<file path="src/design/u2_ctrl_pkg.sv">
/*
 * Control plane shared types: settings bus widths, setting address map
 * and the packed control words for clock generator, SERDES and ADC
 */

package u2_ctrl_pkg;

   // Settings bus geometry
   localparam int SET_ADDR_W = 8;
   localparam int SET_DATA_W = 32;

   // Front panel and board LEDs
   localparam int LED_W = 8;

   ////////////////////////////////////////////////////////////////////////////
   // Setting register map

   typedef enum logic [SET_ADDR_W-1:0] {
      SR_CLK       = 8'd0,
      SR_SER       = 8'd1,
      SR_ADC       = 8'd2,
      SR_LED       = 8'd3,
      SR_PHY       = 8'd4,
      SR_LED_SRC   = 8'd8,
      SR_IRQ_MASK  = 8'd9,
      SR_IRQ_CLR   = 8'd10,
      SR_TIME_NEXT = 8'd12
   } set_addr_e;

   // One settings write, valid while stb is high
   typedef struct packed {
      logic                  stb;
      set_addr_e             addr;
      logic [SET_DATA_W-1:0] data;
   } set_bus_t;

   ////////////////////////////////////////////////////////////////////////////
   // Control words driven to the board

   // Clock generator lines, low 5 bits of the setting word
   typedef struct packed {
      logic       clock_ready;
      logic [1:0] clk_en;
      logic [1:0] clk_sel;
   } clock_ctrl_t;

   typedef struct packed {
      logic enable;
      logic prbsen;
      logic loopen;
      logic rx_en;
   } serdes_ctrl_t;

   // Output enable and power for both ADC channels
   typedef struct packed {
      logic oe_a;
      logic on_a;
      logic oe_b;
      logic on_b;
   } adc_ctrl_t;

endpackage

</file>
<file path="src/design/ctrl_regs.sv">
/*
 * Setting register bank for clock, SERDES, ADC, PHY and LED control,
 * LED source selection and interrupt mask and clear decode
 */

`timescale 1ns/1ps

module ctrl_regs
   import u2_ctrl_pkg::*;
#(
   parameter int NUM_IRQ = 16
) (
   input  logic               dsp_clk,
   input  logic               rst_n_i,

   // Settings bus
   input  set_bus_t           set_bus_i,

   // Hardware status for the LEDs
   input  logic               clk_status_i,
   input  logic               serdes_link_up_i,

   // Board control
   output clock_ctrl_t        clock_ctrl_o,
   output serdes_ctrl_t       serdes_ctrl_o,
   output adc_ctrl_t          adc_ctrl_o,
   output logic               phy_resetn_o,
   output logic [LED_W-1:0]   leds_o,

   // To the interrupt controller
   output logic [NUM_IRQ-1:0] irq_mask_o,
   output logic [NUM_IRQ-1:0] irq_clr_o
);

   clock_ctrl_t        clock_ctrl_q;
   serdes_ctrl_t       serdes_ctrl_q;
   adc_ctrl_t          adc_ctrl_q;
   logic               phy_reset_q;
   logic [LED_W-1:0]   led_sw_q;
   logic [LED_W-1:0]   led_src_q;
   logic [NUM_IRQ-1:0] irq_mask_q;
   logic [NUM_IRQ-1:0] irq_clr_q;

   logic [LED_W-1:0]   led_hw;

   ////////////////////////////////////////////////////////////////////////////
   // Register decode

   always_ff @(posedge dsp_clk or negedge rst_n_i) begin
      if (!rst_n_i) begin
         clock_ctrl_q  <= '0;
         serdes_ctrl_q <= '0;
         adc_ctrl_q    <= '0;
         phy_reset_q   <= 1'b0;
         led_sw_q      <= '0;
         led_src_q     <= '0;
         irq_mask_q    <= '0;
      end else if (set_bus_i.stb) begin
         case (set_bus_i.addr)
            SR_CLK: begin
               clock_ctrl_q <= clock_ctrl_t'(set_bus_i.data[$bits(clock_ctrl_t)-1:0]);
            end
            SR_SER: begin
               serdes_ctrl_q <= serdes_ctrl_t'(set_bus_i.data[$bits(serdes_ctrl_t)-1:0]);
            end
            SR_ADC: begin
               adc_ctrl_q <= adc_ctrl_t'(set_bus_i.data[$bits(adc_ctrl_t)-1:0]);
            end
            SR_LED: begin
               led_sw_q <= set_bus_i.data[LED_W-1:0];
            end
            SR_PHY: begin
               phy_reset_q <= set_bus_i.data[0];
            end
            SR_LED_SRC: begin
               led_src_q <= set_bus_i.data[LED_W-1:0];
            end
            SR_IRQ_MASK: begin
               irq_mask_q <= set_bus_i.data[NUM_IRQ-1:0];
            end
            // Other addresses belong to time sync or are unused
            default: begin
            end
         endcase
      end
   end

   // Clear is a single cycle pulse carrying the written bits
   always_ff @(posedge dsp_clk or negedge rst_n_i) begin
      if (!rst_n_i) begin
         irq_clr_q <= '0;
      end else if (set_bus_i.stb && (set_bus_i.addr == SR_IRQ_CLR)) begin
         irq_clr_q <= set_bus_i.data[NUM_IRQ-1:0];
      end else begin
         irq_clr_q <= '0;
      end
   end

   ////////////////////////////////////////////////////////////////////////////
   // LED source mux

   // Clock status on bit 1, SERDES link on bit 0
   assign led_hw = {{(LED_W-2){1'b0}}, clk_status_i, serdes_link_up_i};

   // Source bit set selects hardware, clear selects software
   assign leds_o = (led_src_q & led_hw) | (~led_src_q & led_sw_q);

   // Outputs
   assign clock_ctrl_o  = clock_ctrl_q;
   assign serdes_ctrl_o = serdes_ctrl_q;
   assign adc_ctrl_o    = adc_ctrl_q;
   assign phy_resetn_o  = ~phy_reset_q;
   assign irq_mask_o    = irq_mask_q;
   assign irq_clr_o     = irq_clr_q;

endmodule

</file>
<file path="src/design/time_sync.sv">
/*
 * PPS synchronizer with rising edge detect and the master time counter,
 * loadable from the settings bus on the next PPS edge
 */

`timescale 1ns/1ps

module time_sync
   import u2_ctrl_pkg::*;
#(
   parameter int TIME_W = 32
) (
   input  logic              dsp_clk,
   input  logic              rst_n_i,

   input  set_bus_t          set_bus_i,
   input  logic              pps_i,

   output logic [TIME_W-1:0] master_time_o,
   output logic              pps_event_o
);

   // Two synchronizer stages plus one for edge detect
   logic [2:0]        pps_q;
   logic              pps_edge;

   logic              time_wr;
   logic [TIME_W-1:0] time_next_q;
   logic              load_armed_q;
   logic [TIME_W-1:0] master_time_q;
   logic              pps_event_q;

   ////////////////////////////////////////////////////////////////////////////
   // PPS input

   always_ff @(posedge dsp_clk or negedge rst_n_i) begin
      if (!rst_n_i) begin
         pps_q <= '0;
      end else begin
         pps_q <= {pps_q[1:0], pps_i};
      end
   end

   assign pps_edge = pps_q[1] & ~pps_q[2];

   always_ff @(posedge dsp_clk or negedge rst_n_i) begin
      if (!rst_n_i) begin
         pps_event_q <= 1'b0;
      end else begin
         pps_event_q <= pps_edge;
      end
   end

   ////////////////////////////////////////////////////////////////////////////
   // Pending time load

   assign time_wr = set_bus_i.stb && (set_bus_i.addr == SR_TIME_NEXT);

   always_ff @(posedge dsp_clk) begin
      if (time_wr) begin
         time_next_q <= set_bus_i.data[TIME_W-1:0];
      end
   end

   // A write in the same cycle as the load re-arms for the next PPS
   always_ff @(posedge dsp_clk or negedge rst_n_i) begin
      if (!rst_n_i) begin
         load_armed_q <= 1'b0;
      end else if (time_wr) begin
         load_armed_q <= 1'b1;
      end else if (pps_edge) begin
         load_armed_q <= 1'b0;
      end
   end

   // Master time
   always_ff @(posedge dsp_clk or negedge rst_n_i) begin
      if (!rst_n_i) begin
         master_time_q <= '0;
      end else if (pps_edge && load_armed_q) begin
         master_time_q <= time_next_q;
      end else begin
         master_time_q <= master_time_q + 1'b1;
      end
   end

   assign master_time_o = master_time_q;
   assign pps_event_o   = pps_event_q;

endmodule

</file>
<file path="src/design/irq_ctrl.sv">
/*
 * Interrupt controller with sticky pending bits, mask and clear,
 * and the registered processor interrupt
 */

`timescale 1ns/1ps

module irq_ctrl #(
   parameter int NUM_IRQ = 16
) (
   input  logic               dsp_clk,
   input  logic               rst_n_i,

   input  logic [NUM_IRQ-2:0] irq_i,
   input  logic               pps_event_i,

   input  logic [NUM_IRQ-1:0] irq_mask_i,
   input  logic [NUM_IRQ-1:0] irq_clr_i,

   output logic               proc_int_o
);

   logic [NUM_IRQ-1:0] irq_src;
   logic [NUM_IRQ-1:0] pending_q;
   logic               proc_int_q;

   // PPS takes the lowest source
   assign irq_src = {irq_i, pps_event_i};

   // Pending bits hold until cleared, a new event beats the clear
   always_ff @(posedge dsp_clk or negedge rst_n_i) begin
      if (!rst_n_i) begin
         pending_q <= '0;
      end else begin
         pending_q <= (pending_q & ~irq_clr_i) | irq_src;
      end
   end

   always_ff @(posedge dsp_clk or negedge rst_n_i) begin
      if (!rst_n_i) begin
         proc_int_q <= 1'b0;
      end else begin
         proc_int_q <= |(pending_q & irq_mask_i);
      end
   end

   assign proc_int_o = proc_int_q;

endmodule

</file>
<file path="src/design/u2_ctrl_core.sv">
/*
 * Control plane top level: setting registers, time sync and
 * interrupt controller on the shared settings bus
 */

`timescale 1ns/1ps

module u2_ctrl_core
   import u2_ctrl_pkg::*;
#(
   parameter int NUM_IRQ = 16,
   parameter int TIME_W  = 32
) (
   input  logic               dsp_clk,
   input  logic               rst_n_i,

   // Host settings writes
   input  set_bus_t           set_bus_i,

   // Board inputs
   input  logic               pps_i,
   input  logic [NUM_IRQ-2:0] irq_i,
   input  logic               clk_status_i,
   input  logic               serdes_link_up_i,

   // Board control
   output clock_ctrl_t        clock_ctrl_o,
   output serdes_ctrl_t       serdes_ctrl_o,
   output adc_ctrl_t          adc_ctrl_o,
   output logic               phy_resetn_o,
   output logic [LED_W-1:0]   leds_o,

   // Time and processor interrupt
   output logic [TIME_W-1:0]  master_time_o,
   output logic               proc_int_o
);

   logic [NUM_IRQ-1:0] irq_mask;
   logic [NUM_IRQ-1:0] irq_clr;
   logic               pps_event;

   ////////////////////////////////////////////////////////////////////////////
   // Setting registers

   ctrl_regs #(
      .NUM_IRQ (NUM_IRQ)
   ) ctrl_regs_i (
      .dsp_clk          (dsp_clk),
      .rst_n_i          (rst_n_i),
      .set_bus_i        (set_bus_i),
      .clk_status_i     (clk_status_i),
      .serdes_link_up_i (serdes_link_up_i),
      .clock_ctrl_o     (clock_ctrl_o),
      .serdes_ctrl_o    (serdes_ctrl_o),
      .adc_ctrl_o       (adc_ctrl_o),
      .phy_resetn_o     (phy_resetn_o),
      .leds_o           (leds_o),
      .irq_mask_o       (irq_mask),
      .irq_clr_o        (irq_clr)
   );

   ////////////////////////////////////////////////////////////////////////////
   // Master time

   time_sync #(
      .TIME_W (TIME_W)
   ) time_sync_i (
      .dsp_clk       (dsp_clk),
      .rst_n_i       (rst_n_i),
      .set_bus_i     (set_bus_i),
      .pps_i         (pps_i),
      .master_time_o (master_time_o),
      .pps_event_o   (pps_event)
   );

   ////////////////////////////////////////////////////////////////////////////
   // Interrupts, PPS on source 0

   irq_ctrl #(
      .NUM_IRQ (NUM_IRQ)
   ) irq_ctrl_i (
      .dsp_clk     (dsp_clk),
      .rst_n_i     (rst_n_i),
      .irq_i       (irq_i),
      .pps_event_i (pps_event),
      .irq_mask_i  (irq_mask),
      .irq_clr_i   (irq_clr),
      .proc_int_o  (proc_int_o)
   );

endmodule

</file>
<file path="config.mk">
export PLATFORM = sky130hd
export DESIGN_NAME = u2_ctrl_core
export DESIGN_NICKNAME = d
export VERILOG_FILES = /design/src/design/u2_ctrl_pkg.sv /design/src/design/ctrl_regs.sv /design/src/design/time_sync.sv /design/src/design/irq_ctrl.sv /design/src/design/u2_ctrl_core.sv
export SDC_FILE = /design/constraint.sdc
export NUM_CORES = 1
export LEC_CHECK = 0
export CORE_MARGIN = 1.5
export CORE_UTILIZATION = 45
export CTS_CLUSTER_SIZE = 16
export DETAILED_ROUTE_END_ITERATION = 6
export DONT_BUFFER_PORTS = 1
export PLACE_DENSITY_LB_ADDON = 0.08
export SLEW_MARGIN = 40
export SYNTH_ARGS = -nofsm -noshare
export SYNTH_HDL_FRONTEND = slang
export SYNTH_SLANG_ARGS = --single-unit
</file>
<file path="constraint.sdc">
create_clock -name dsp_clk -period 2.5 [get_ports dsp_clk]
set_input_delay 0.5 -clock dsp_clk [delete_from_list [all_inputs] [get_ports dsp_clk]]
set_output_delay 0.5 -clock dsp_clk [all_outputs]
set_load 0.03 [all_outputs]
</file>
==> flow_summary.json <==
{
  "status": "finished, violations left",
  "violations": "hold timing",
  "critPathArrivalTime_ns": 2.41,
  "wl_mm": 11.98,
  "antenna_cells": 0,
  "coreArea_mm2": 0.01272,
  "synth_area_leaders": "dfrtp_1 (49%), edfxtp_1 (16%), mux2_2 (9.3%), nand2_1 (2.7%), xor2_1 (2.5%)",
  "grt.total_usage": 0.1864,
  "cap_violations": 0,
  "fin_crit_sh": 0.8233,
  "crit_chain": "nand4_4 > nor4_4 > nand2_1 > or4_1 > nand4_1",
  "synthesis.area_mm2": 0.005928,
  "nNetsFinal": 542,
  "peakVddDrop_uv": 449.3,
  "cts.clk_slew.worst_paths_ns": 0.06,
  "grt_max_degree": 117,
  "crit_type": "reg -> reg",
  "htreeDepth": 4,
  "slowest_stage": "dfrtp_1",
  "netlist_instances": 445,
  "slew_viol_final": 0,
  "finalCriticalPeriod_ns": 2.058,
  "antenna_found_initial": 0,
  "cts_tree": "built",
  "final_cells": 665,
  "yosysTopAreaCellShare": 0.4897,
  "final_area_mm2": 0.006982,
  "drive_gt1_frac": 0.2454,
  "relSlewSlack": 0.5836,
  "yosysMostFrequentCell": "dfrtp_1",
  "async_flop_share": 0.7838,
  "grt_pass1_wl_mm": 19.74,
  "routabilityCongestion": 0.7488,
  "worstMarginPinSlew_ns": 0.6233,
  "grt.overflow.total": 0,
  "clockPowerShare": 0.429,
  "synth_cell_types": 37,
  "placed_cells": 633,
  "fmaxAchievable_mhz": 485.8,
  "yosys_warnings": 0,
  "yosysSeqAreaShare": 0.6518,
  "p_leak_uw": 0.002959,
  "die_area_mm2": 0.01387,
  "portBuffers": 0,
  "num_vias": 3483,
  "total_power_uw": 6461,
  "die_w_um": 117.8,
  "hpwl_mm": 8.053,
  "clock_sinks": 148,
  "routedWlPerCell_um": 18.02,
  "synth_edf_count": 32,
  "start_util": 0.4660,
  "crit_family": "simple AND/OR/NAND/NOR gates",
  "ant_nets": 0,
  "cts_buffers": 17,
  "grt_pass1_vias": 3628,
  "synth_nets": 507,
  "setup_viol": 0,
  "power_switching_uw": 1714,
  "cts.path.max_buffers": 2,
  "drt_iter0_drc": 163,
  "die_y_um": 117.8,
  "post_cts_resized": 0,
  "hold_class": "in -> async",
  "drc": 0,
  "ys_seq_elements": 148,
  "p_sw_frac": 0.2653,
  "power_density_mw_per_mm2": 925.5,
  "nFillCells": 1123,
  "holdWs_ns": -0.2248,
  "cts_root_buf": "clkbuf_16",
  "combPwrFrac": 0.122,
  "post_cts_buffers": 0,
  "netlist_top_cells_count": "dfrtp_1 (116), mux2_2 (49), nand2_1 (42)",
  "clkLatencyLatePin_ns": 0.42,
  "timing.final.hold_violations": 116,
  "critPathMaxStageDelay_ns": 0.64,
  "p_seq_frac": 0.449,
  "worst-endpoint-required_ns": 2.85,
  "dr.pass1.iters": 4,
  "endpoint_kind": "flip-flop",
  "crit_path_max_fanout": 5,
  "start_kind": "flip-flop",
  "ios": 116,
  "rsz0062_at_grt": "false",
  "fin_skew_ns": 0.006122,
  "core.rowCount": 41,
  "internal_power_uw": 4747,
  "syn_avg_cell_area_um2": 13.32,
  "syn_to_final_growth_pct": 17.77,
  "setup_tns_ns": 0,
  "dominantRegCellSynth": "dfrtp_1",
  "post_dp_cell_area_mm2": 0.006316,
  "crit_buf_inv": 0,
  "yosys.area.top_type": "dfrtp_1",
  "vias_per_cell": 5.238
}
layout make-up:
type                    instances  area, um2  area share
inverters                      21      78.83     0.01129
multi-input cells             265       1943      0.2783
clock buffers                  22      528.0     0.07563
well taps                     172      215.2     0.03082
repair buffers                 27      215.2     0.03082
flip-flops and latches        148       3864      0.5534
clock inverters                10      137.6     0.01971
state kept, by name, indices dropped and copies added, names as in the netlist:
register	count
ctrl_regs_i.adc_ctrl_o	4
ctrl_regs_i.clock_ctrl_o	5
ctrl_regs_i.irq_clr_o	16
ctrl_regs_i.irq_mask_o	16
ctrl_regs_i.led_src_q	8
ctrl_regs_i.led_sw_q	8
ctrl_regs_i.phy_reset_q	1
ctrl_regs_i.serdes_ctrl_o	4
irq_ctrl_i.pending_q	16
irq_ctrl_i.proc_int_o	1
time_sync_i.load_armed_q	1
time_sync_i.master_time_o	32
time_sync_i.pps_event_o	1
time_sync_i.pps_q	3
time_sync_i.time_next_q	32
per-stage QoR:
step	setup slack (ns)	util	hold slack [ns]
final	0.4417	0.5488	-0.2248
after global routing	0.2186	0.5488	-0.2493
after CTS	0.4364	0.5488	-0.2451
after detailed placement	0.3317	0.4965	0.2074
after global placement	0.4085	0.4965	0.2075
after floorplan	0.1836	-	0.2044
kinds of logic (layout without fill, tap and decap cells):
kind of cell               after synthesis  after routing  synth area share
and+or+nand+nor                        132            132            0.1309
AOI/OAI and AO/OA                       54             54           0.05762
buffers and inverters                   32             80           0.02174
muxes                                   49             49           0.09308
adders and majority gates                1              1          0.002110
xor gates and xnor gates                29             29           0.04284
DFF                                    148            148            0.6518
cell usage in the layout (no fill, tap or decap), drive strengths merged:
| cell type | Yosys | routed |
|---|---|---|
| xnor2 | 12 | 12 |
| xor2 | 17 | 17 |
| nor4 | 4 | 4 |
| edfxtp | 32 | 32 |
| ha | 1 | 1 |
| o21ai | 25 | 25 |
| clkinv | 0 | 6 |
| and4 | 3 | 3 |
| nor2b | 7 | 7 |
| nand4 | 10 | 10 |
| or4 | 1 | 1 |
| a21oi | 4 | 4 |
| nand3 | 17 | 17 |
| nor3b | 3 | 3 |
| a22o | 4 | 4 |
| bufinv | 0 | 3 |
| a21o | 16 | 16 |
| dfrtp | 116 | 116 |
| nor3 | 7 | 7 |
| mux2 | 49 | 49 |
| a221oi | 4 | 4 |
| buf | 2 | 27 |
| nand3b | 3 | 3 |
| nand2 | 42 | 42 |
| o22ai | 1 | 1 |
| inv | 21 | 22 |
| nor2 | 12 | 12 |
| and2 | 18 | 18 |
| and3 | 5 | 5 |
| clkbuf | 9 | 22 |
worst paths after layout:
kind / start / to / slack (ns) / cells past startpoint
min in group dsp_clk: pps_i / time_sync_i.pps_q[0] / 0.11 / 0
hold / removal: rst_n_i / time_sync_i.master_time_o[19] / -0.22 / 0
hold reg to reg: time_sync_i.pps_q[0] / time_sync_i.pps_q[1] / 0.35 / 0
setup reg to reg: time_sync_i.master_time_o[8] / time_sync_i.master_time_o[31] / 0.44 / 5
max in group asynchronous: rst_n_i / ctrl_regs_i.led_src_q[2] / 2.54 / 0
setup / recovery: time_sync_i.master_time_o[8] / time_sync_i.master_time_o[31] / 0.44 / 5
routing by layer:
metal  wire [um]  vias to the layer above  global-route usage
met3         910                       18             0.07607
met1        5325                     1737              0.2420
met2        5501                      103              0.2760
met4         242                        0             0.08155
li1            -                     1625                   -
met5           0                        -                   0
power groups by stage:
stage          Sequential (uW)  Clock [uW]  Combinational [uW]
3_5_place_dp              2950           0                 795
3_3_place_gp              2940           0                 781
4_1_cts                   2900        2840                 798
5_1_grt                   2920        2940                 855
6_report                  2900        2770                 789
2_1_floorplan             3160           0                 295
Note: power is estimated with default switching activity, not from simulation.
